## config.mk

```make
export PLATFORM = sky130hd
export DESIGN_NAME = busArbiter
export DESIGN_NICKNAME = d
export VERILOG_FILES = /design/src/design/busPkg.sv /design/src/design/busArbiter.sv
export SDC_FILE = /design/constraint.sdc
export NUM_CORES = 1
export LEC_CHECK = 0
export BUFFER_PORTS_ARGS = -buffer_cell sky130_fd_sc_hd__clkbuf_2
export CAP_MARGIN = 0
export CORE_AREA = 2 2 93 95
export CTS_CLUSTER_DIAMETER = 60
export DETAILED_ROUTE_END_ITERATION = 7
export DIE_AREA = 0 0 95 97
export SLEW_MARGIN = 20
export SYNTH_ARGS = -nofsm -noshare
export SYNTH_HDL_FRONTEND = slang
export SYNTH_SLANG_ARGS = --single-unit
```

## constraint.sdc

```tcl
create_clock -name clk -period 1.97 [get_ports clk]
set_input_delay 0.2955 -clock clk [delete_from_list [all_inputs] [get_ports clk]]
set_output_delay 0.2955 -clock clk [all_outputs]
set_load 0.005 [all_outputs]
```

## src/design/busPkg.sv

```systemverilog
package busPkg;

   // external word address and data widths
   localparam int EXT_ADDR_W = 32;
   localparam int DATA_W     = 32;

   // burst length field, legal values 1 to 32
   localparam int LEN_W = 6;

   // one burst read request
   typedef struct packed {
      logic [EXT_ADDR_W-1:0] addr;
      logic [LEN_W-1:0]      len;
   } busReq;

   // one returned word
   typedef struct packed {
      logic              valid;
      logic [DATA_W-1:0] data;
   } busBeat;

endpackage

```

## src/design/busArbiter.sv

```systemverilog
`timescale 1ns/1ns

module busArbiter import busPkg::*; #(
   parameter int NUM_LANES = 4
) (
   input  logic                 clk,
   input  logic                 rst,
   input  logic [NUM_LANES-1:0] laneReq,
   input  busReq                laneBurst [NUM_LANES],
   output logic [NUM_LANES-1:0] laneAck,
   output logic [NUM_LANES-1:0] beatSel,
   output logic                 extReq,
   output busReq                extBurst,
   input  logic                 extAck,
   input  busBeat               extBeat
);

   localparam int GW = (NUM_LANES > 1) ? $clog2(NUM_LANES) : 1;

   typedef enum logic [1:0] {stIdle, stForward, stRelease} arbState;

   arbState       state;
   logic [GW-1:0] grant;
   logic [GW-1:0] nextGrant;

   // nearest requester after the last one served wins
   always_comb begin
      int cand;
      nextGrant = grant;
      for (int i = NUM_LANES; i >= 1; i--) begin
         cand = (grant + i) % NUM_LANES;
         if (laneReq[cand]) begin
            nextGrant = GW'(cand);
         end
      end
   end

   always_ff @(posedge clk or posedge rst) begin
      if (rst) begin
         state <= stIdle;
         grant <= GW'(NUM_LANES - 1);
      end else begin
         case (state)
            stIdle:
               if (|laneReq) begin
                  grant <= nextGrant;
                  state <= stForward;
               end
            stForward:
               if (extAck) begin
                  state <= stRelease;
               end
            // wait for both sides to close their handshakes
            stRelease:
               if (!extAck && !laneReq[grant]) begin
                  state <= stIdle;
               end
            default:
               state <= stIdle;
         endcase
      end
   end

   always_comb begin
      laneAck = '0;
      beatSel = '0;
      if (state == stRelease) begin
         laneAck[grant] = 1'b1;
      end
      if (state == stForward) begin
         beatSel[grant] = extBeat.valid;
      end
   end

   assign extReq   = (state == stForward);
   assign extBurst = laneBurst[grant];

   ackNeedsGrant: assert property (@(posedge clk) disable iff (rst)
      extAck |-> (state != stIdle));
   // beats only ever land in a lane that still holds its request
   oneBeatTarget: assert property (@(posedge clk) disable iff (rst)
      $onehot0(beatSel) && ((beatSel & ~laneReq) == '0));

endmodule

```

### After elaboration in Yosys (flattened, before gate mapping)

Index checks and enable logic that the tools add are counted.

* bits in registers: 4
* input bits: 192
* logic and storage cells: 54

* muxes and demuxes: 25
* order comparisons: 7
* equal/unequal tests: 5
* bitwise gates (word level): 2
* reductions and logical operators: 9
* $add $sub $neg: 4

Operator list (count)
* binary-select mux 38 bit (select 2 bit): 1
* two-way mux 38 bit: 2
* < comparator 2 x 3 -> 1 bit (second input constant): 5
* two-way mux 2 bit: 7
* binary-select mux 1 bit (select 2 bit): 5
* two-way mux 4 bit: 2
* two-way mux 1 bit: 6
* one-hot mux 2 bit (3 select lines): 1
* AND reduction 3 bit: 2
* adder 2 x 1 -> 2 bit (second input constant): 2
* adder 2 bit (second input constant): 2
* bitwise AND 4 bit: 1
* != test 2 bit (second input constant): 2
* nonzero test 4 bit: 1
* OR reduction 4 bit: 1
* >= comparator 3 bit (second input constant): 1
* NOT 2 -> 3 bit: 1
* demux 1 bit (select 2 bit): 1
* equality test 2 x 1 -> 1 bit (second input constant): 1
* equality test 2 bit (second input constant): 1
* >= comparator 2 x 1 -> 1 bit (second input constant): 1
* logical AND 1 bit: 2
* logical NOT 1 bit: 2
* logical NOT 2 bit: 1
* != test 2 x 1 -> 1 bit (second input constant): 1

### Longest topological paths before layout

* depth after elaboration: 7
* gate-level depth with buffers: 8
* gate-level depth less buffers: 6

### Worst setup path after synthesis

OpenSTA, ideal clock, no wires.

* path kind: register to register
* start point: reg grant[1]
* end point: reg grant[0]
* data required time: 1.888 ns
* library setup time: 0.082 ns
* cell stages (with the launch flop): 9
* slack: -0.171 ns
* period minus slack after synthesis: 2.141 ns
* arrival time: 2.060 ns
* path through: dfstp_2 buf_6 dlymetal6s2s_1 inv_1 ha_1 or3b_1 o22ai_1 a2111oi_0 o21bai_1

* longest elaborated chain between the ends: 6
* elaborated cells on any way between the ends: 17

Ends and longest elaborated chain
* start, declared: line busArbiter.sv:23 `logic [GW-1:0] grant;`
* start signal, assigned: line busArbiter.sv:41 `grant <= GW'(NUM_LANES - 1);`
* start signal, assigned: line busArbiter.sv:46 `grant <= nextGrant;`
* adder 2 bit: line busArbiter.sv:31 `cand = (grant + i) % NUM_LANES;`
* binary-select mux 1 bit (select 2 bit): line busArbiter.sv:32 `if (laneReq[cand]) begin`
* two-way mux 1 bit (not written as such): line busArbiter.sv:32
* two-way mux 2 bit (3 in series): line busArbiter.sv:32

Parallel ways exist; a longest one is shown, timed or not. The select of a mux whose other input is x is not followed.
A chain may end at the register's enable or synchronous reset.

==> impl_metrics.tcl <==
set metrics [dict create \
    tritoncts "done" \
    wl_per_cell_um 14.8 \
    min_to "state[0]" \
    nets 508 \
    detailed_place.area_um2 2560 \
    yosysWarnings 0 \
    ys_ff_latch 4 \
    synth-main-ff-cell "dfstp_2" \
    worst_r2r_endpoint "grant[1]" \
    skew_ns 0.00701 \
    tightest_slew_ns 0.384 \
    grt_pass1_wl_um 8960 \
    stdcell_count 416 \
    top_layer_used "met4" \
    cts_made_buffers 3 \
    postLayoutCellArea_um2 2720 \
    power_density_nw_per_um2 1150 \
    endpoint_kind "output port" \
    crit_family "flip-flops" \
    clk-insertion-delay-late_ns 0.22 \
    syn_nets 296 \
    vias 1897 \
    fmax_ghz 0.501 \
    synth_commonest_cells "40 x mux4_2, 7 x inv_1" \
    period_share_pct 101 \
    p_leak_nw 1.43 \
    yosysTopAreaCellShare_pct 63.8 \
    arrival_ns 1.70 \
    wl_met3_um 634 \
    dieArea_um2 9220 \
    rsz0062_at_grt "yes" \
    min_path_type "input port to flop" \
    slew_viol_final 0 \
    seq_area_frac_synth_pct 7.26 \
    cpMaxStageDelayCell "dfstp_2" \
    synth_area_um2 1410 \
    start_util_pct 17.4 \
    clkTransAtPathRegs_ns 0.04 \
    clock_sinks 4 \
    clk_path_buf_depth 2 \
    worstSetupStartpointType "flop" \
    fin_util_pct 33.4 \
    hold_start "extAck" \
    worstPathRequired_ns 1.67 \
    wl_met1_um 2190 \
    crit_type "flop to output port" \
    crit_fanout 6 \
    period_needed_ns 2.00 \
    track_usage_pct 12.0 \
    wl_um 6170 \
    hold_path_depth 2 \
    clkPwrFrac_pct 5.8 \
    drt_first_pass_iters 4 \
    yosysUniqueCellTypes 31 \
    ir_worst_vdd_v 0.000636 \
    hpwlAfterDp_um 5430 \
    drtIter0Drc 21 \
    gr-total-overflow 0 \
    placedCellCount 406 \
    r2r_start "grant[0]" \
    p_sw_mw 1.22 \
    ys_top_cells_by_area "mux4_2 64%, dfstp_2 3.7%, dfrtp_1 3.5%" \
    clock-root-buffer "clkbuf_8" \
    syn_inst 100 \
    status "finished with violations" \
    vias_per_cell 4.56 \
    synthMostInstantiatedCell "mux4_2" \
    fin_total_pwr_mw 3.13 \
    rows 33 \
    finalSetupViolCount 23 \
    drive_above_1_share_pct 85.9 \
    post-route-drc-count 0 \
    async_flop_share_pct 100 \
    violations "setup timing" \
    cpPeakStageDelay_ns 0.59 \
    r2r_slack_ns 0.06 \
    final_antenna_net_count 0 \
    p_sw_share_pct 38.8 \
    postSynthAreaPerCell_um2 14.1 \
    antenna_found_initial 0 \
    critPathBufInv 3 \
    fp.coreArea_um2 8130 \
    pwr-share-seq_pct 6.5 \
    dieWidth_um 95 \
    path_cells "buf_12 -> clkbuf_16 -> mux4_2 -> clkbuf_2" \
    pwr-share-comb_pct 87.6 \
    grt_max_degree 27 \
    wl_met2_um 3340 \
    r2r_cells 6 \
    whs_ns 0.288 \
    internal_power_mw 1.92 \
    slew_headroom_pct 74.1 \
    die_h_um 97 \
    port_buffers 206 \
    synth_top_cell_by_area "mux4_2" \
    antenna_cells 0 \
    hold_viol 0 \
    cap_violations 0 \
    syn_to_final_growth_pct 92.3 \
    grt_pass1_vias 1928 \
    place.gp.congestion 0.795 \
    synth_edf_count 0 \
    cts.htree.levels 1 \
    setup_ws_ns -0.0277 \
    io_pins 239 \
]
-- sequential cells by signal (all words and copies together), names as in the netlist --
| name | count |
|---|---|
| state | 2 |
| grant | 2 |
-- per-stage QoR --
stage / worst slack [ns] / TNS [ns]
after global routing: -0.110 / -2.73
after floorplan: -0.106 / -0.149
after detailed placement: 0.144 / 0
final: -0.0277 / -0.322
after CTS: -0.0393 / -0.745
after global placement: 0.161 / 0
-- worst reg2reg max path: cells and delay by family (launching register included) --
family,cells,cell delay [ns]
multiplexers,2,0.69
AO/OA/AOI/OAI,1,0.15
buffers and inverters,3,0.43
flip-flops,1,0.59
-- routing by layer --
metal | vias up | track usage [%]
met2 | 123 | 23.0
met5 | - | 0
li1 | 865 | -
met4 | 0 | 1.67
met1 | 907 | 13.9
met3 | 2 | 2.02
-- kinds of logic after synthesis --
kind of cell / synth area share, %
AO/OA/AOI/OAI: 6.11
adder cells (fa/ha/maj): 3.54
buffers and inverters: 8.41
flip-flops: 7.26
multiplexers: 67.0
AND/OR/NAND/NOR: 7.71
-- power by group through the flow --
stage | Clock [mW] | Combinational (mW) | Sequential (mW)
floorplan | 0 | 1.70 | 0.175
global placement | 0 | 2.51 | 0.200
detailed placement | 0 | 2.54 | 0.204
CTS | 0.182 | 2.54 | 0.203
global route | 0.195 | 3.02 | 0.212
finish | 0.183 | 2.75 | 0.204
-- worst max-delay path by stage --
stage,to,startpoint,cells after the start
6_report,extBurst[14],grant[0],4
5_1_grt,grant[0],grant[0],7
4_1_cts,extBurst[35],grant[0],3
3_5_place_dp,grant[1],grant[0],5
3_3_place_gp,grant[1],grant[0],5
2_1_floorplan,grant[0],grant[1],8
-- layout make-up --
cell class,count,area (um^2)
clock buffer,4,45.0
fill,848,5420
inverter,8,30.0
multi-input combinational,78,1210
sequential,4,103
tap,105,131
timing repair buffer,217,1200
-- timing repair --
item / 4_1_cts / 5_1_grt
hold endpoints to repair: 2 / 0
gates resized for setup: 0 / 5
setup endpoints to repair: 37 / 42
pin swaps: 0 / 1
hold buffers: 1 / 0
cloned: 0 / 2
setup buffers: 0 / 3
-- layout by cell type (no fill, tap or decap), types with 3 or more instances in the layout --
| master | instances |
|---|---|
| and3_1 | 4 |
| inv_1 | 6 |
| buf_12 | 3 |
| and2_1 | 4 |
| ha_1 | 3 |
| mux4_2 | 40 |
| clkbuf_2 | 205 |
| mux2i_1 | 3 |
| clkbuf_8 | 3 |
| buf_4 | 3 |
(Power assumes the default switching activity.)
