==> src/design/busPkg.sv <==
package busPkg;

   // external word address and data widths
   localparam int EXT_ADDR_W = 32;
   localparam int DATA_W     = 32;

   // burst length field, legal values 1 to 32
   localparam int LEN_W = 6;

   // one burst read request
   typedef struct packed {
      logic [EXT_ADDR_W-1:0] addr;
      logic [LEN_W-1:0]      len;
   } busReq;

   // one returned word
   typedef struct packed {
      logic              valid;
      logic [DATA_W-1:0] data;
   } busBeat;

endpackage

==> src/design/lanePkg.sv <==
package lanePkg;

   // 32 words per bank, two banks per lane
   localparam int BANK_ADDR_W = 5;
   localparam int BUF_ADDR_W  = 6;

   localparam int PERIOD_W = 4;

   // everything one lane needs for a single run
   typedef struct packed {
      logic [31:0]            extAddr;
      logic [5:0]             len;
      logic [BANK_ADDR_W-1:0] start;
      // stride wraps modulo 32
      logic [BANK_ADDR_W-1:0] incr;
      // output words, 0 to 32
      logic [5:0]             count;
      // cycles between outputs, at least 1
      logic [PERIOD_W-1:0]    period;
      logic                   reverse;
   } laneCfg;

   // one output word
   typedef struct packed {
      logic        valid;
      logic [31:0] data;
   } laneBeat;

endpackage

==> src/design/addrSweep.sv <==
`timescale 1ns/1ns

module addrSweep import lanePkg::*; (
   input  logic                  clk,
   input  logic                  rst,
   input  logic                  run,
   input  laneCfg                cfg,
   input  logic                  bankSel,
   output logic                  rdEn,
   output logic [BUF_ADDR_W-1:0] rdAddr,
   output logic                  sweepDone
);

   logic [BANK_ADDR_W-1:0] idx;
   logic [5:0]             remaining;
   logic [PERIOD_W-1:0]    timer;
   logic                   bank;

   function automatic logic [BANK_ADDR_W-1:0] mapIdx(input logic [BANK_ADDR_W-1:0] i,
                                                    input logic rev);
      logic [BANK_ADDR_W-1:0] r;
      for (int b = 0; b < BANK_ADDR_W; b++) begin
         r[b] = i[BANK_ADDR_W-1-b];
      end
      return rev ? r : i;
   endfunction

   always_ff @(posedge clk or posedge rst) begin
      if (rst) begin
         rdEn      <= 1'b0;
         rdAddr    <= '0;
         idx       <= '0;
         remaining <= '0;
         timer     <= '0;
         bank      <= 1'b0;
         sweepDone <= 1'b1;
      end else if (run) begin
         // bank is latched here, the lane flips its own copy at the same edge
         bank <= bankSel;
         if (cfg.count == '0) begin
            rdEn      <= 1'b0;
            remaining <= '0;
            sweepDone <= 1'b1;
         end else begin
            rdEn      <= 1'b1;
            rdAddr    <= {bankSel, mapIdx(cfg.start, cfg.reverse)};
            idx       <= cfg.start + cfg.incr;
            remaining <= cfg.count - 1'b1;
            timer     <= cfg.period - 1'b1;
            sweepDone <= 1'b0;
         end
      end else begin
         rdEn <= 1'b0;
         if (remaining != '0) begin
            if (timer == '0) begin
               rdEn      <= 1'b1;
               rdAddr    <= {bank, mapIdx(idx, cfg.reverse)};
               idx       <= idx + cfg.incr;
               remaining <= remaining - 1'b1;
               timer     <= cfg.period - 1'b1;
            end else begin
               timer <= timer - 1'b1;
            end
         end else begin
            sweepDone <= 1'b1;
         end
      end
   end

endmodule

==> src/design/pingPongBuffer.sv <==
`timescale 1ns/1ns

module pingPongBuffer import busPkg::*, lanePkg::*; (
   input  logic                  clk,
   input  logic                  wrEn,
   input  logic [BUF_ADDR_W-1:0] wrAddr,
   input  logic [DATA_W-1:0]     wrData,
   input  logic                  rdEn,
   input  logic [BUF_ADDR_W-1:0] rdAddr,
   output logic [DATA_W-1:0]     rdData
);

   // top address bit picks the bank
   logic [DATA_W-1:0] mem [2**BUF_ADDR_W];

   always_ff @(posedge clk) begin
      if (wrEn) begin
         mem[wrAddr] <= wrData;
      end
   end

   always_ff @(posedge clk) begin
      if (rdEn) begin
         rdData <= mem[rdAddr];
      end
   end

   // fill and sweep always sit in opposite banks
   noCollision: assert property (@(posedge clk) !(wrEn && rdEn && (wrAddr == rdAddr)));

endmodule

==> src/design/readLane.sv <==
`timescale 1ns/1ns

module readLane import busPkg::*, lanePkg::*; (
   input  logic    clk,
   input  logic    rst,
   input  logic    run,
   input  laneCfg  cfg,
   output logic    laneReq,
   output busReq   laneBurst,
   input  logic    laneAck,
   input  busBeat  beatIn,
   input  logic    beatSel,
   output laneBeat laneOut,
   output logic    laneDone
);

   logic                  fillBank;
   logic [5:0]            wrCnt;
   logic                  fillDone;
   logic                  wrEn;
   logic                  rdEn;
   logic [BUF_ADDR_W-1:0] rdAddr;
   logic [DATA_W-1:0]     rdData;
   logic                  sweepDone;
   logic                  outValid;

   // config is held by the launcher for the whole run
   assign laneBurst = '{addr: cfg.extAddr, len: cfg.len};
   assign wrEn      = beatIn.valid && beatSel;

   always_ff @(posedge clk or posedge rst) begin
      if (rst) begin
         fillBank <= 1'b0;
         laneReq  <= 1'b0;
         wrCnt    <= '0;
         fillDone <= 1'b1;
         outValid <= 1'b0;
      end else begin
         outValid <= rdEn;
         if (run) begin
            fillBank <= ~fillBank;
            laneReq  <= 1'b1;
            wrCnt    <= '0;
            fillDone <= 1'b0;
         end else begin
            if (wrEn) begin
               wrCnt <= wrCnt + 1'b1;
            end
            // four-phase: drop req on ack, finish once ack is gone
            if (laneReq && laneAck) begin
               laneReq <= 1'b0;
            end else if (!laneReq && !laneAck && !fillDone) begin
               fillDone <= 1'b1;
            end
         end
      end
   end

   addrSweep sweep (
      .clk       (clk),
      .rst       (rst),
      .run       (run),
      .cfg       (cfg),
      .bankSel   (fillBank),
      .rdEn      (rdEn),
      .rdAddr    (rdAddr),
      .sweepDone (sweepDone)
   );

   pingPongBuffer buffer (
      .clk    (clk),
      .wrEn   (wrEn),
      .wrAddr ({fillBank, wrCnt[BANK_ADDR_W-1:0]}),
      .wrData (beatIn.data),
      .rdEn   (rdEn),
      .rdAddr (rdAddr),
      .rdData (rdData)
   );

   assign laneOut  = '{valid: outValid, data: rdData};
   assign laneDone = fillDone && sweepDone;

   // responder and arbiter must stop at len beats
   noExtraBeat: assert property (@(posedge clk) disable iff (rst)
      wrEn |-> (wrCnt < cfg.len));

endmodule

==> config.mk <==
export PLATFORM = sky130hd
export DESIGN_NAME = readLane
export DESIGN_NICKNAME = d
export VERILOG_FILES = /design/src/design/busPkg.sv /design/src/design/lanePkg.sv /design/src/design/addrSweep.sv /design/src/design/pingPongBuffer.sv /design/src/design/readLane.sv
export SDC_FILE = /design/constraint.sdc
export NUM_CORES = 2
export LEC_CHECK = 0
export BUFFER_PORTS_ARGS = -buffer_cell sky130_fd_sc_hd__buf_2
export CORE_UTILIZATION = 40
export CTS_CLUSTER_DIAMETER = 30
export DETAILED_ROUTE_END_ITERATION = 6
export PLACE_DENSITY_LB_ADDON = 0.08
export SETUP_SLACK_MARGIN = 0.15
export SKIP_CTS_REPAIR_TIMING = 1
export SLEW_MARGIN = 10
export SYNTH_ARGS = -nofsm -noshare
export SYNTH_HDL_FRONTEND = slang
export SYNTH_HIERARCHICAL = 1
export SYNTH_SLANG_ARGS = --single-unit
==> constraint.sdc <==
create_clock -name clk -period 10.2 [get_ports clk]
set_input_delay 1.02 -clock clk [delete_from_list [all_inputs] [get_ports clk]]
set_output_delay 1.02 -clock clk [all_outputs]
set_load 0.02 [all_outputs]
---- After elaboration in Yosys (flattened, before gate mapping) ----
Memories as Yosys holds them, arrays and structs flattened. A register that Yosys moved wholly into a read port is not among the register bits.
Index checks and enable logic that the tools add are counted.
operators by class
  add/subtract/negate cells ............... 7
  $mul .................................... 0
  divide/modulo/power cells ............... 0
  $lt $le $gt $ge ......................... 0
  equal/unequal tests ..................... 3
  shift-type cells ........................ 0
  multiplexer cells ....................... 34
  bitwise logic cells ..................... 1
  reduce and logical (&&, ||, !) cells .... 20
operators by type and width
  kind                                              number
  two-way mux 6 bit                                 10
  two-way mux 5 bit                                 6
  two-way mux 4 bit                                 4
  two-way mux 1 bit                                 14
  subtractor 6 x 1 -> 6 bit, second input constant  2
  adder 5 bit                                       2
  nonzero test 2 bit                                5
  subtractor 4 x 1 -> 4 bit, second input constant  2
  adder 6 x 1 -> 6 bit, second input constant       1
  zero test 6 bit                                   1
  inequality test 2 bit, second input constant      3
  AND reduction 2 bit                               3
  nonzero test 6 bit                                1
  logical AND 1 bit                                 5
  zero test 4 bit                                   1
  zero test 1 bit                                   3
  AND reduction 3 bit                               1
  NOT 1 bit                                         1
storage, ports and cells
  flip-flop bits (word level) ............. 34
  latch bits .............................. 0
  RAM bits ................................ 2048
  memory bits (read-only) ................. 0
  input bits .............................. 97
  output and inout port bits .............. 73
  word-level logic and storage cells ...... 78
  memories kept ........................... 1
memories
  name        words  bits a word  read ports  clocked after memory_dff  write ports  RTL line              RTL
  buffer.mem  64     32           1           1                         1            pingPongBuffer.sv:14  logic [DATA_W-1:0] mem [2**BUF_ADDR_W];

---- Depth between registers and ports, before layout ----
  depth in word-level cells ............... 6
  gate-level depth with buffers ........... 10
  gate-level depth less buffers ........... 9

---- Hierarchy ----
Netlist, hierarchy kept.
by module, submodules not included
  module          times used  cells an instance  area each (µm²)  sequential area each (µm²)
  pingPongBuffer  1           3324               78835.6          62459.9
  addrSweep       1           166                1664.1           601.8
  readLane        1           76                 683.2            226.5

---- Worst setup path before layout ----
OpenSTA, ideal clock, no wires.
  path kind ............................... input to register
  start point ............................. input beatIn[32] (netlist bit)
  end point ............................... memory buffer.mem[48][0], enable pin
  setup time .............................. 461 ps
  arrival ................................. 3758 ps
  data required time ...................... 9739 ps
  slack ................................... 5981 ps
  stages .................................. 5
  buffers on the path ..................... 0
  cell sequence ........................... nand2_2 > inv_2 > nor2b_1 > nand4b_1 > nor3_1
between the ends
  longest elaborated chain between the ends .. 3
ends and longest elaborated chain
  element                                  RTL line              RTL
  from (decl)                              readLane.sv:11        input busBeat beatIn,
  logical AND 1 bit                        readLane.sv:29        assign wrEn = beatIn.valid && beatSel;
  via wrEn                                 readLane.sv:20        logic wrEn;
  two-way mux 1 bit                        pingPongBuffer.sv:17  if (wrEn) begin
  two-way mux 1 bit (not written as such)  pingPongBuffer.sv:18  mem[wrAddr] <= wrData;
  to (decl)                                pingPongBuffer.sv:14
The timed path passes the listed nets, and every way through them passes these cells.

==> summary.md <==
| Metric | Value |
|---|---|
| Syn nets | between 3000 and 4000 |
| Total power divided by cell area | just over 300 nW/µm² |
| CTS tree | yes |
| Gr ovfl total | 0 |
| Mean instance size in the synthesized netlist | approximately 23 µm² |
| Average routed wire per standard cell | about 33 µm |
| Type of the most critical hold path | in2async |
| Number of pins with negative max-slew slack in the final report | 0 |
| Post-detailed-route count of antenna-violating nets | 0 |
| Synthesized cell area | about 80000 µm² |
| Vias in the first global route | around 42000 |
| Starting Density | approximately 40% |
| Critical Setup Path Class | reg2reg |
| Final setup fails | 0 |
| Gate count after technology mapping | roughly 3600 |
| Total global routing track utilization | between 20% and 30% |
| Share of post-route cells with drive strength above 1 | a little over a third |
| Largest fanout on the critical path | between 50 and 60 |
| Die width | about 450 µm |
| Asr flop ratio synth | roughly 1.6% |
| Placer Congestion | 0.765 |
| NumNets Final | between 4000 and 5000 |
| Die ar. | a little over 200000 µm² |
| Worst ir drop on vdd | 0.225 mV |
| Cell chain of the critical path | buf_4 > buf_4 > mux4_2 > o22ai_1 > nor2_1 > a21oi_1 > nor2_1 |
| Largest stage delay on the critical path | around 900 ps |
| Synth-to-Final Area Change | 23.3% |
| Setup repair after global routing missed its margin | no |
| Flip-flop and latch count after synthesis | about 2100 |
| Die height | approximately 450 µm |
| Routed via count | roughly 40000 |
| Part of the Yosys area used for sequential elements | between 70% and 80% |
| Total Power | about 30000 µW |
| Cell types with the largest area share after synthesis | edfxtp_1 (77%), mux4_2 (15%), mux2i_1 (1.3%) |
| Worst path bufs/invs | 2 |
| Length in cells of the worst reg-to-reg path | 7 |
| Antenna violations before repair | 8 |
| Port Buffer Count | 93 |
| Post-synthesis cell type with the largest combined area | edfxtp_1 |
| Leakage power figure | between 0.03 and 0.04 µW |
| Floorplan row count | 164 |
| Beginning of the worst register-to-register path | sweep/rdAddr[0] |
| Fmax | ~220 MHz |
| CTS Root Buffer Type | clkbuf_16 |
| Top FF cell, synth | edfxtp_1 |
| Largest net degree at the start of global routing | 112 |
| Worst slew slack as a fraction of its limit | ~17% |
| Number of remaining DRC errors | 0 |
| Min Clock Period, post-route | between 4000 and 5000 ps |
| CTS Buf Count | around 450 |
| Number of clock sinks | around 2100 |
| Detailed placement HPWL | 120000 µm |
| Core footprint | 201000 µm² |
| Internal reg-to-reg setup slack | about 5600 ps |
| CP required | roughly 11000 ps |
| I/O pin count | 170 |
| Outcome | finished, final reports clean |
| First-pass GRT wire length | roughly 320000 µm |
| Max-Cap Viols | 0 |
| Clock edge transition at the registers on the reported setup and hold paths | 50 ps |
| Fin util | 49.9% |
| Critical-path top delay cell | buf_4 |
| Yosys top cell area share | 76.9% |
| Transition time at the pin with the least slew margin | around 1200 ps |
| Worst Clk Skew | just over 60 ps |
| Leading cell type in the layout, fill and taps excluded | edfxtp_1 |
| Total routed wirelength | approximately 230000 µm |
| Family with the most delay on the worst path | buffers and inverters |
| Final number of hold-violating endpoints | 0 |
| Source-to-sink clock delay at the later pin of the worst-skew pair | between 900 and 1000 ps |
| Iteration-0 DRC Markers | approximately 4200 |
| Fill cell total of the finished layout | approximately 16000 |
| Reg-to-reg endpoint | buffer/rdData[10] |
| Count of different cell masters after synthesis | 61 |
| Number of vias per cell after detailed routing | approximately 5.7 |
| Maximum level of the CTS H-tree | 5 |
| Most frequent cells in the layout | edfxtp_1 (2080), mux4_2 (544), clkbuf_16 (449) |
| Setup tns final | 0 ps |
| Kind of end point of the critical path | flip-flop |
| Number of synthesized flops with an enable pin | 2080 |
| Critical Path Source Type | flip-flop |
| Arrival time at the worst endpoint | 5230 ps |
| Synth warn | 6 |
| Final Cycle Share | between 40% and 50% |
| Worst-case clock buffer depth | 4 |
| First-pass iteration count of the detailed router | 5 |
| Logic depth of the worst path, buffers included | 7 |
## sequential cells by signal, summed over array words and instances, names as in the netlist, 4 cells and up
name,cells
sweep/rdAddr,6
sweep/remaining,6
buffer/mem,2048
sweep/idx,5
buffer/rdData,32
sweep/timer,4
wrCnt,5
## worst max-delay path by stage
stage                               start                 to  slack [ps]
after detailed placement  sweep/rdAddr[0]   buffer/rdData[7]        5520
final                     sweep/rdAddr[0]  buffer/rdData[10]        5590
after CTS                 sweep/rdAddr[0]   buffer/rdData[7]        5500
after global placement    sweep/rdAddr[0]  buffer/rdData[17]        5510
after floorplan                beatIn[32]  buffer/mem[48][0]        5980
after global routing      sweep/rdAddr[0]   buffer/rdData[7]        5390
## cells in the mapped netlist (all sizes together), types with 11 or more instances
| master | number |
|---|---|
| a21oi | 72 |
| clkbuf | 77 |
| nor2b | 18 |
| nand2 | 30 |
| mux2 | 13 |
| nor2 | 151 |
| buf | 150 |
| inv | 22 |
| ha | 11 |
| mux4 | 544 |
| mux2i | 102 |
| dfrtp | 31 |
| o221ai | 28 |
| nor3 | 18 |
| o22ai | 85 |
| edfxtp | 2080 |
| a22oi | 13 |
## area by class of cell
cell class,count,area (µm²),area share [%]
repair buffers,207,1420,1.42
multi-input cells,1204,17100,17.1
clock inverters,302,3440,3.44
inverters,22,85.1,0.0850
flip-flops and latches,2113,63300,63.2
clock buffers,500,11400,11.4
well taps,2656,3320,3.32
diodes,2,5.00,0.00500
## logic make-up (layout without fill, tap and decap cells)
family / count (synthesis) / count (layout) / share of synthesized area (%)
buf+inv: 249 / 1031 / 1.59
mux: 659 / 659 / 16.6
simple gates: 272 / 272 / 1.56
compound gates: 249 / 249 / 2.00
xor+xnor: 12 / 12 / 0.129
other cells: 0 / 2 / 0
flops: 2113 / 2113 / 78.0
fa+ha+maj: 12 / 12 / 0.194
## report_power, final
part	switching (µW)	internal [µW]	leakage [µW]	total [µW]
registers	322	9790	0.0191	10100
clock network	4560	9630	0.00720	14200
logic	3640	2760	0.00622	6390
## layer usage
| metal | GRT usage (%) | part of all wire [%] | vias to the layer above |
|---|---|---|---|
| li1 | - | - | 16200 |
| met1 | 31.4 | 43 | 21900 |
| met2 | 37.7 | 50 | 1435 |
| met3 | 3.83 | 5.7 | 328 |
| met4 | 6.24 | 2.0 | 0 |
| met5 | 0 | 0 | - |
## through the flow
stage / area, µm² / instances / setup WS [ps] / hold slack, ps
5_1_grt: 100000 / 7005 / 5390 / 76.3
3_5_place_dp: 85200 / 6200 / 5520 / 475
6_report: 100000 / 7006 / 5590 / 76.3
3_3_place_gp: 85200 / 6200 / 5510 / 471
4_1_cts: 100000 / 7002 / 5500 / 32.1
2_1_floorplan: 81200 / 3566 / 5980 / 445
Power figures use the tool's default switching activity.
