`config.mk`:
```
export PLATFORM = sky130hd
export DESIGN_NAME = laneLauncher
export DESIGN_NICKNAME = d
export VERILOG_FILES = /design/src/design/lanePkg.sv /design/src/design/laneLauncher.sv
export SDC_FILE = /design/constraint.sdc
export NUM_CORES = 1
export LEC_CHECK = 0
export BUFFER_PORTS_ARGS = -buffer_cell sky130_fd_sc_hd__buf_4
export CORE_AREA = 8 8 179 181
export CTS_CLUSTER_SIZE = 16
export DETAILED_ROUTE_END_ITERATION = 12
export DIE_AREA = 0 0 187 189
export GPL_TIMING_DRIVEN = 0
export SYNTH_ARGS = -nofsm -noshare
export SYNTH_HDL_FRONTEND = slang
export SYNTH_SLANG_ARGS = --single-unit
```
`constraint.sdc`:
```
create_clock -name clk -period 8.6 [get_ports clk]
set_clock_uncertainty 0.05 [all_clocks]
set_input_delay 0.86 -clock clk [delete_from_list [all_inputs] [get_ports clk]]
set_output_delay 0.86 -clock clk [all_outputs]
set_load 0.01 [all_outputs]
```
`src/design/lanePkg.sv`:
```
package lanePkg;

   // 32 words per bank, two banks per lane
   localparam int BANK_ADDR_W = 5;
   localparam int BUF_ADDR_W  = 6;

   localparam int PERIOD_W = 4;

   // everything one lane needs for a single run
   typedef struct packed {
      logic [31:0]            extAddr;
      logic [5:0]             len;
      logic [BANK_ADDR_W-1:0] start;
      // stride wraps modulo 32
      logic [BANK_ADDR_W-1:0] incr;
      // output words, 0 to 32
      logic [5:0]             count;
      // cycles between outputs, at least 1
      logic [PERIOD_W-1:0]    period;
      logic                   reverse;
   } laneCfg;

   // one output word
   typedef struct packed {
      logic        valid;
      logic [31:0] data;
   } laneBeat;

endpackage

```
`src/design/laneLauncher.sv`:
```
`timescale 1ns/1ns

module laneLauncher #(
   parameter int NUM_LANES = 4
) (
   input  logic                 clk,
   input  logic                 rst,
   input  logic                 start,
   input  lanePkg::laneCfg      cfg [NUM_LANES],
   output logic                 busy,
   output logic                 done,
   output logic                 run,
   output lanePkg::laneCfg      laneCfg [NUM_LANES],
   input  logic [NUM_LANES-1:0] laneDone
);

   logic lenOk;

   always_comb begin
      lenOk = 1'b1;
      for (int i = 0; i < NUM_LANES; i++) begin
         if (cfg[i].len == '0) begin
            lenOk = 1'b0;
         end
      end
   end

   // captured config stays put until the next accepted start
   always_ff @(posedge clk) begin
      if (start && !busy) begin
         laneCfg <= cfg;
      end
   end

   always_ff @(posedge clk or posedge rst) begin
      if (rst) begin
         busy <= 1'b0;
         done <= 1'b0;
         run  <= 1'b0;
      end else begin
         run  <= 1'b0;
         done <= 1'b0;
         if (!busy) begin
            if (start) begin
               busy <= 1'b1;
               run  <= 1'b1;
            end
         end else if (!run && (&laneDone)) begin
            // lanes clear their done flags on the run edge
            busy <= 1'b0;
            done <= 1'b1;
         end
      end
   end

   noEmptyFill: assert property (@(posedge clk) disable iff (rst) (start && !busy) |-> lenOk);

endmodule

```
After elaboration in Yosys (flattened, before gate mapping) --
Cells that the tools add are included.
Storage, ports and cells: register bits 239, output and inout bits 239, logic and storage cells 42, input bits 243
Operators by class: multiplexer cells 6, reduce and logical (&&, ||, !) cells 5
Operators by type and width (count):
- 1-bit two-way mux | 6
- 4-bit AND reduction | 1
- 1-bit logical AND | 2
- 1-bit zero test | 2

Logic depth before layout (Yosys ltp) --
Gate-level depths: netlist (run 1).
word-level depth 4, mapped depth 2

Least setup slack after synthesis (run 1) --
OpenSTA, ideal clock, no wires.
kind input -> register, from in start, to reg run, setup slack 2.006 ns, buffers on the path 0, cell stages on the path 1, data arrival time 5.879 ns, path through and2b_1
On the way: cells in the longest elaborated chain, start to end 2
Ends and longest elaborated chain:
- from (decl) | line laneLauncher.sv:8 | input logic start,
- 1-bit two-way mux | line laneLauncher.sv:44 | if (start) begin
- 1-bit two-way mux | line laneLauncher.sv:43 | if (!busy) begin
- to (signal assigned) | line laneLauncher.sv:39 | run <= 1'b0;
- to (signal assigned) | line laneLauncher.sv:41 | run <= 1'b0;
- to (signal assigned) | line laneLauncher.sv:46 | run <= 1'b1;
- to (decl) | line laneLauncher.sv:12 | output logic run,
Every way passes these cells. A chain may end at the register's enable or synchronous reset.

Worst setup path after layout (run 1) --
from reg laneCfg[173] in the netlist's numbering, to out laneCfg[173] in the netlist's numbering
RTL lines:
- from (decl) | line laneLauncher.sv:13 | output lanePkg::laneCfg laneCfg [NUM_LANES],
- from (signal assigned) | line laneLauncher.sv:31 | laneCfg <= cfg;
No word-level cell between the ends.

==> summary.txt, run 1 <==
Clock tree
  – Clock root buffer: clkbuf_16
  – H-tree depth: 1
  – # hold bufs at CTS: 0
  – CTS Buf Count: 26
  – Setup Buffers After CTS: 0
  – Resized Gates After CTS: 0
  – Clock transition at the registers of the reported paths: 0.06 ns
  – Worst skew pair latency: 0.51 ns
  – # clock sinks: 239
  – CTS max path bufs: 3
  – TritonCTS clock tree: yes

Route
  – Drt wl/cell: 20.2 µm
  – Detailed-router iteration count before antenna repair: 4
  – DRC: 0
  – Detail Route Antenna Nets: 0
  – Total wire length: 23500 µm
  – Post-DR vias/cell: 3.84
  – DR vias: between 4000 and 5000
  – DRT iter0 DRCs: 165

Logic synthesis
  – Avg Cell Area, Syn: 29.4 µm²
  – Mapped cell area: 7200 µm²
  – Yosys top cell area share: 0.985
  – Synth Flop Type: edfxtp_1
  – Seq cells post-synth: 239
  – Asr flop ratio synth: 0.0126
  – Mapped Nets: around 500
  – Post-synth top cells: 236 x edfxtp_1, 3 x dfrtp_1
  – Gate Count Post-Synth: 245
  – Most common cell in the synthesized netlist: edfxtp_1
  – Dominant cells by area after synthesis: edfxtp_1 98%, dfrtp_1 1.0%, o22a_1 0.12%, and2b_1 0.10%, nand2b_1 0.087%
  – Post-synth top area cell: edfxtp_1
  – Cell variety after synth: 8
  – Register area share after synthesis: 0.995
  – Number of synthesized flops with an enable pin: 236
  – Synth Warn #: 0

Worst setup path
  – Worst EP arrival: about 1.1 ns
  – CP top delay family: flip-flops
  – Crit-path max FO: 1
  – Worst path cell trace: buf_4
  – Worst Path Required: 7.69 ns
  – Max stage delay on crit path: 0.43 ns
  – WS Path Type: reg -> out
  – Crit start category: flop
  – CP endpoint kind: output port
  – FF-to-FF path depth: 3
  – Worst-path cell with the longest stage delay: edfxtp_1
  – Buf+Inv Stages, Crit Path: 1
  – Critical Path Stages: 1

STA
  – Final setup viols: 0
  – RSZ-0062 raised after global routing: false
  – Total Neg Setup Slack: 0 ns
  – Slew headroom: 0.732
  – Fmax: 493 MHz
  – Period minus WS final: 2.03 ns
  – Hold Slack: roughly 0.16 ns
  – Fin. max-slew vios: 0
  – Worst slew pin tran: 0.402 ns
  – Period utilization: 0.236
  – Final Hold Vio Count: 0

Floorplan
  – CORE AREA: 29200 µm²
  – Die Ht: around 190 µm
  – Top Ports: just under 500
  – Starting Density: 0.246
  – Row count: 63
  – Die ar.: 35300 µm²
  – Die W: 187 µm

Min path
  – Worst min path class: in -> async

Global routing
  – Maximum number of pins on one net before global-route repair: 63
  – GR peak layer: met2
  – Initial antenna violation count: 1
  – Met2 usage: 0.215
  – GR Util met3: 0.0627
  – Gr ovfl total: 0
  – GR Util met1: 0.128
  – First-pass GRT wire length: 33100 µm
  – Aggregate global-route resource usage: 0.124
  – Vias in the first global route: a little over 5000

Power and ir drop
  – Worst vdd ir: 0.000187 V
  – Power Dens Cells: approximately 210 nW/µm²
  – Leakage power total: 4.94 nW

Cells and area
  – Area grow syn2layout: 69.5%
  – Final Util: 0.417
  – Fin nets: 1001
  – Share of layout cells above drive strength 1: 0.671
  – Layout Cells excl Fill: 1166

Place
  – Buffers on Ports: just under 500
  – Placed Instances: 1120
  – Final Wtd Congestion: between 0.7 and 0.8
  – HPWL after DPL: 18800 µm

Status
  – Outcome: completed

Flow run
  – Max_cap viols: 0
cells in the final DEF, fill, tap and decap left out, types with 3 or more instances in the layout:
cell / count
buf_4: 481
edfxtp_1: 236
clkbuf_16: 27
clkinv_1: 6
clkbuf_1: 5
buf_16: 4
dfrtp_1: 3
clkinv_2: 3
cells by family after synthesis:
group / count (synthesis) / share of synthesized area
AOI/OAI and AO/OA: 1 / 0.00122
buffers and inverters: 1 / 0.000521
DFF: 239 / 0.995
and+or+nand+nor: 4 / 0.00330
area by class of cell:
class                   count  area (µm²)
repair buffers            485        3720
flip-flops and latches    239        7160
multi-input cells           5        35.0
clock buffers              32         694
diodes                      1        2.50
well taps                 390         488
inverters                   1        3.75
clock inverters            13        92.6
fillers                  2658       17000
per-layer routing:
layer  up-vias  share of wire
li1       2027              -
met1      2107           0.36
met2       311           0.50
met3        38           0.12
met4         0          0.022
met5         -              0
where the power goes:
part	internal (mW)	total (mW)	leakage (nW)	switching [mW]
combinational	0.0999	0.157	2.38	0.0568
sequential	1.31	1.32	2.18	0.00752
clock	0.600	1.03	0.383	0.429
total	2.01	2.51	4.94	0.493
registers in the layout, indices dropped and copies added (netlist names):
register	flops
run	1
busy	1
laneCfg	236
done	1
metrics by stage:
step | instance area (µm²) | setup slack, ns | total power, mW
floorplan | 7200 | 2.01 | 1.38
global placement | 11300 | -0.398 | 1.51
detailed placement | 11400 | 6.15 | 1.51
CTS | 12200 | 6.52 | 2.55
global route | 12200 | 6.50 | 2.60
finish | 12200 | 6.57 | 2.51
path summary, 6_finish.rpt:
kind / start / endpoint / slack (ns)
min in group clk: cfg[106] / laneCfg[106]$_DFFE_PP_ / 0.47
max in group asynchronous: rst / run$_DFF_PP0_ / 8.20
worst max register to register: busy$_DFF_PP0_ / laneCfg[230]$_DFFE_PP_ / 6.61
worst min-delay path: rst / done$_DFF_PP0_ / 0.16
worst min register to register: run$_DFF_PP0_ / done$_DFF_PP0_ / 0.49
worst max-delay path: laneCfg[173]$_DFFE_PP_ / laneCfg[173] / 6.57
Power figures use the tool's default switching activity.
==> run 2: changes to the inputs <==
--- a/config.mk
+++ b/config.mk
@@ -5,6 +5,7 @@
 export SDC_FILE = /design/constraint.sdc
 export NUM_CORES = 1
 export LEC_CHECK = 0
+export ABC_AREA = 1
 export BUFFER_PORTS_ARGS = -buffer_cell sky130_fd_sc_hd__buf_4
 export CORE_AREA = 8 8 179 181
 export CTS_CLUSTER_SIZE = 16
==> constraint.sdc (replaced) <==
create_clock -name clk -period 2 [get_ports clk]
set_clock_uncertainty 0.05 [all_clocks]
set_input_delay 0.2 -clock clk [delete_from_list [all_inputs] [get_ports clk]]
set_output_delay 0.2 -clock clk [all_outputs]
set_load 0.01 [all_outputs]
==> run 2 against run 1 <==
Effect of this change: the run now fails in clock tree synthesis (4_1_cts); synthesized area about the same; synthesized cell count up 1.2%.
==> summary.txt, run 2 <==
Status
  – Outcome: did not finish
  – Fail Step: clock tree synthesis (4_1_cts)
  – Run Error: [ERROR RSZ-0060] Max buffer count reached.

Clock tree
  – # clock sinks: 239 (unchanged)
  – # hold bufs at CTS: 236 (+236)
  – H-tree depth: 1 (unchanged)
  – CTS max path bufs: 3 (unchanged)
  – Resized Gates After CTS: 0 (unchanged)
  – Setup Buffers After CTS: 1 (+1)
  – Clock root buffer: clkbuf_16
  – CTS Buf Count: 26 (unchanged)

Logic synthesis
  – Number of synthesized flops with an enable pin: 236 (unchanged)
  – Dominant cells by area after synthesis: edfxtp_1 98%, dfrtp_1 1.0%, inv_1 0.16%, nor2_1 0.16%, nand3_1 0.14%
  – Synth Warn #: 0 (unchanged)
  – Mapped cell area: 7200 µm² (about the same)
  – Register area share after synthesis: 0.995 (about the same)
  – Synth Flop Type: edfxtp_1
  – Post-synth top area cell: edfxtp_1
  – Yosys top cell area share: 0.984 (about the same)
  – Avg Cell Area, Syn: 29.0 µm² (-1.2%)
  – Most common cell in the synthesized netlist: edfxtp_1
  – Asr flop ratio synth: 0.0126 (unchanged)
  – Post-synth top cells: 236 x edfxtp_1, 3 x dfrtp_1, 3 x inv_1, 3 x nor2_1, 2 x nand3_1
  – Gate Count Post-Synth: 248 (+1.2%)
  – Mapped Nets: 491 (+0.61%)
  – Seq cells post-synth: 239 (unchanged)
  – Cell variety after synth: 6 (-2)

Floorplan
  – Row count: 63 (unchanged)
  – Top Ports: 482 (unchanged)
  – Die Ht: 189 µm (unchanged)
  – Starting Density: 0.246 (about the same)
  – Die W: 187 µm (unchanged)

Place
  – HPWL after DPL: 18900 µm (+0.19%)
  – Final Wtd Congestion: 0.729 (-0.52%)
  – Buffers on Ports: 481 (unchanged)
  – Placed Instances: 1126 (+0.54%)
-- run 2: through the flow --
step	hold WS, ns	area (µm²)	setup slack [ns]
floorplan	-0.0964	7210	-2.42
global placement	0.0287	11300	-3.83
detailed placement	0.0327	11400	-0.350
-- run 2: kinds of logic after synthesis --
kind of cell | synth area share
buf+inv | 0.00156
simple gates | 0.00382
flops | 0.995
==> run 3: changes to the inputs <==
--- a/config.mk
+++ b/config.mk
@@ -7,11 +7,11 @@
 export LEC_CHECK = 0
 export ABC_AREA = 1
 export BUFFER_PORTS_ARGS = -buffer_cell sky130_fd_sc_hd__buf_4
-export CORE_AREA = 8 8 179 181
-export CTS_CLUSTER_SIZE = 16
+export CORE_MARGIN = 8
+export CORE_UTILIZATION = 20
 export DETAILED_ROUTE_END_ITERATION = 12
-export DIE_AREA = 0 0 187 189
 export GPL_TIMING_DRIVEN = 0
+export PLACE_DENSITY_LB_ADDON = 0.15
 export SYNTH_ARGS = -nofsm -noshare
 export SYNTH_HDL_FRONTEND = slang
 export SYNTH_SLANG_ARGS = --single-unit
==> run 3 against run 2 <==
Effect of this change: the run now ends clean; synthesized cell count unchanged; synthesized area unchanged.
==> summary.txt, run 3 <==
Status
  – Outcome: completed

Logic synthesis
  – Number of synthesized flops with an enable pin: 236 (unchanged)
  – Mapped cell area: 7200 µm² (unchanged)
  – Mapped Nets: 491 (unchanged)
  – Register area share after synthesis: 0.995 (unchanged)
  – Post-synth top cells: 236 x edfxtp_1, 3 x dfrtp_1, 3 x inv_1, 3 x nor2_1, 2 x nand3_1
  – Synth Flop Type: edfxtp_1
  – Cell variety after synth: 6 (unchanged)
  – Dominant cells by area after synthesis: edfxtp_1 98%, dfrtp_1 1.0%, inv_1 0.16%, nor2_1 0.16%, nand3_1 0.14%
  – Most common cell in the synthesized netlist: edfxtp_1
  – Asr flop ratio synth: 0.0126 (unchanged)
  – Synth Warn #: 0 (unchanged)
  – Avg Cell Area, Syn: 29.0 µm² (unchanged)
  – Yosys top cell area share: 0.984 (unchanged)
  – Gate Count Post-Synth: 248 (unchanged)
  – Post-synth top area cell: edfxtp_1
  – Seq cells post-synth: 239 (unchanged)

Floorplan
  – Die ar.: 42300 µm²
  – Die W: 206 µm (+10%)
  – Starting Density: 0.203 (-0.0433)
  – Top Ports: 482 (unchanged)
  – Die Ht: 206 µm (+8.9%)
  – Row count: 69 (+9.5%)
  – CORE AREA: 35500 µm²

Worst setup path
  – Critical Path Stages: 6
  – CP endpoint kind: flop
  – CP top delay family: buffers and inverters
  – Buf+Inv Stages, Crit Path: 3
  – FF-to-FF path depth: 6
  – Worst path cell trace: inv_1 > nand3_1 > dlygate4sd3_1 > nor2_2 > dlygate4sd3_1 > nor2_1
  – RR Startpoint: run$_DFF_PP0_
  – Worst EP arrival: 2.31 ns
  – R2r setup slk: 0.08 ns
  – Worst Path Required: 2.39 ns
  – Max stage delay on crit path: between 0.5 and 0.6 ns
  – Worst-path cell with the longest stage delay: dlygate4sd3_1
  – WS Path Type: reg -> reg
  – CP Capture Point: busy$_DFF_PP0_
  – Capturing point of the worst reg2reg path: busy$_DFF_PP0_
  – Crit-path max FO: 2
  – CP Launch Point: run$_DFF_PP0_
  – Most frequent CP cell: dlygate4sd3_1
  – Crit start category: flop

Power and ir drop
  – NetSw: 2.32 mW
  – Worst vdd ir: between 0.0006 and 0.0007 V
  – Reg power frac: 0.500
  – Combinational share of power: 0.096
  – Int Pwr: 9.03 mW
  – Clock power frac: 0.404
  – Power Dens Cells: 765 nW/µm²
  – Leakage power total: approximately 6.0 nW
  – Switching Fraction: 0.205

Clock tree
  – CTS Buf Count: 28 (+7.7%)
  – CTS max path bufs: 3 (unchanged)
  – # clock sinks: 239 (unchanged)
  – Clock transition at the registers of the reported paths: 0.06 ns
  – Clock root buffer: clkbuf_16
  – H-tree depth: 1 (unchanged)
  – Resized Gates After CTS: 0 (unchanged)
  – Worst skew pair latency: 0.55 ns
  – TritonCTS clock tree: yes

STA
  – Period minus WS final: 1.92 ns
  – Final setup viols: 0
  – Worst slew pin tran: 0.239 ns
  – RSZ-0062 raised after global routing: false
  – Period utilization: 0.962
  – Slack of the critical path: 0.0762 ns
  – Slew headroom: 0.840
  – Fmax: approximately 520 MHz
  – Fin. max-slew vios: 0
  – Final Hold Vio Count: 0

Global routing
  – Aggregate global-route resource usage: 0.115
  – Initial antenna violation count: 3
  – Gr ovfl total: 0
  – Vias in the first global route: 6171
  – Maximum number of pins on one net before global-route repair: 34
  – First-pass GRT wire length: between 30000 and 40000 µm

Place
  – Final Wtd Congestion: 0.687 (-5.8%)
  – Placed Instances: 1198 (+6.4%)
  – DP Worst Slack: -0.132 ns (+0.219 ns)
  – Post-DP Area: 11600 µm² (+1.1%)
  – HPWL after DPL: 19800 µm (+4.8%)
  – Buffers on Ports: 481 (unchanged)

Cells and area
  – Fillers: 3233
  – Commonest cells after routing, fill and taps aside: 484 x buf_4, 242 x dlygate4sd3_1, 236 x edfxtp_1
  – Reg with most FFs: laneCfg
  – Multi-input logic area: about 35 µm²
  – Design Area, Final: between 10000 and 15000 µm²
  – Area grow syn2layout: 106%
  – Sequential Area: 7160 µm²
  – Layout Cells excl Fill: 1492
  – Final Util: 0.418
  – Share of layout cells above drive strength 1: 0.512
  – Fin nets: 1255
  – Max FFs per register: 236
  – Leading cell type in the layout, fill and taps excluded: buf_4

Route
  – DRC: 0
  – Total wire length: 26400 µm
  – Post-DR vias/cell: 3.59
  – Detail Route Antenna Nets: 0
  – DR vias: approximately 5400
  – Detailed-router iteration count before antenna repair: 4
  – DRT iter0 DRCs: 153
  – Drt wl/cell: about 18 µm

Min path
  – Hold path start: cfg[162]
  – Worst min path class: in -> reg

Flow run
  – Max_cap viols: 0
run 3: cell counts after synthesis:
No cell type changed its count.
run 3: layout make-up:
type                            instances  area share
Clock inverter                          8     0.00278
Timing Repair Buffer                  734       0.420
Multi-Input combinational cell          6     0.00236
Tap cell                              461      0.0389
Inverter                                3    0.000759
Sequential cell                       239       0.483
Clock buffer                           40      0.0517
Antenna cell                            1    0.000169
run 3: power groups by stage:
stage	clock [mW]	sequential, mW	combinational (mW)
3_3_place_gp	0	5.80	0.655
5_1_grt	4.98	5.68	1.16
4_1_cts	4.84	5.68	1.10
6_report	4.59	5.68	1.09
2_1_floorplan	0	5.85	0.0492
3_5_place_dp	0	5.78	0.695
run 3: what timing repair did:
action                     CTS  global route
hold endpoints to repair   241             0
setup endpoints to repair   63             0
hold buffers               242             0
setup buffers                3             0
run 3: worst min-delay path by stage:
stage          slack, ns  depth (start not counted)                     end
4_1_cts             0.26                          2  laneCfg[143]$_DFFE_PP_
2_1_floorplan       -0.1                          1          done$_DFF_PP0_
5_1_grt             0.27                          2  laneCfg[127]$_DFFE_PP_
6_report            0.32                          2  laneCfg[162]$_DFFE_PP_
3_5_place_dp        0.04                          2           run$_DFF_PP0_
3_3_place_gp        0.03                          2           run$_DFF_PP0_
run 3: cell families (layout without fill, tap and decap cells):
kind of cell           Yosys count  count (layout)  share of synthesized area
other                            0               1                          0
DFF                            239             239                      0.995
and+or+nand+nor                  6               6                    0.00382
buffers and inverters            3             785                    0.00156
run 3: stage by stage:
step	power (mW)	hold WS [ns]	setup TNS (ns)
detailed placement	6.47	0.0399	-6.58
floorplan	5.90	-0.0964	-573.00
CTS	11.6	0.265	0
finish	11.3	0.316	0
global route	11.8	0.275	0
global placement	6.46	0.0271	-1002.33
run 3: worst register-to-register path: stages, from the launching register on:
cell and delay, ns:
dfrtp_1 0.38, inv_1 0.06, nand3_1 0.06, dlygate4sd3_1 0.57, nor2_2 0.07, dlygate4sd3_1 0.57, nor2_1 0.05
run 3: metal layers:
metal	part of all wire	routed length (µm)	global-route usage	vias to the layer above
met5	0.0010	27	0	-
met4	0.029	761	0.0355	4
met3	0.11	2990	0.0509	47
met2	0.52	13700	0.210	271
met1	0.34	8930	0.117	2490
li1	-	-	-	2546
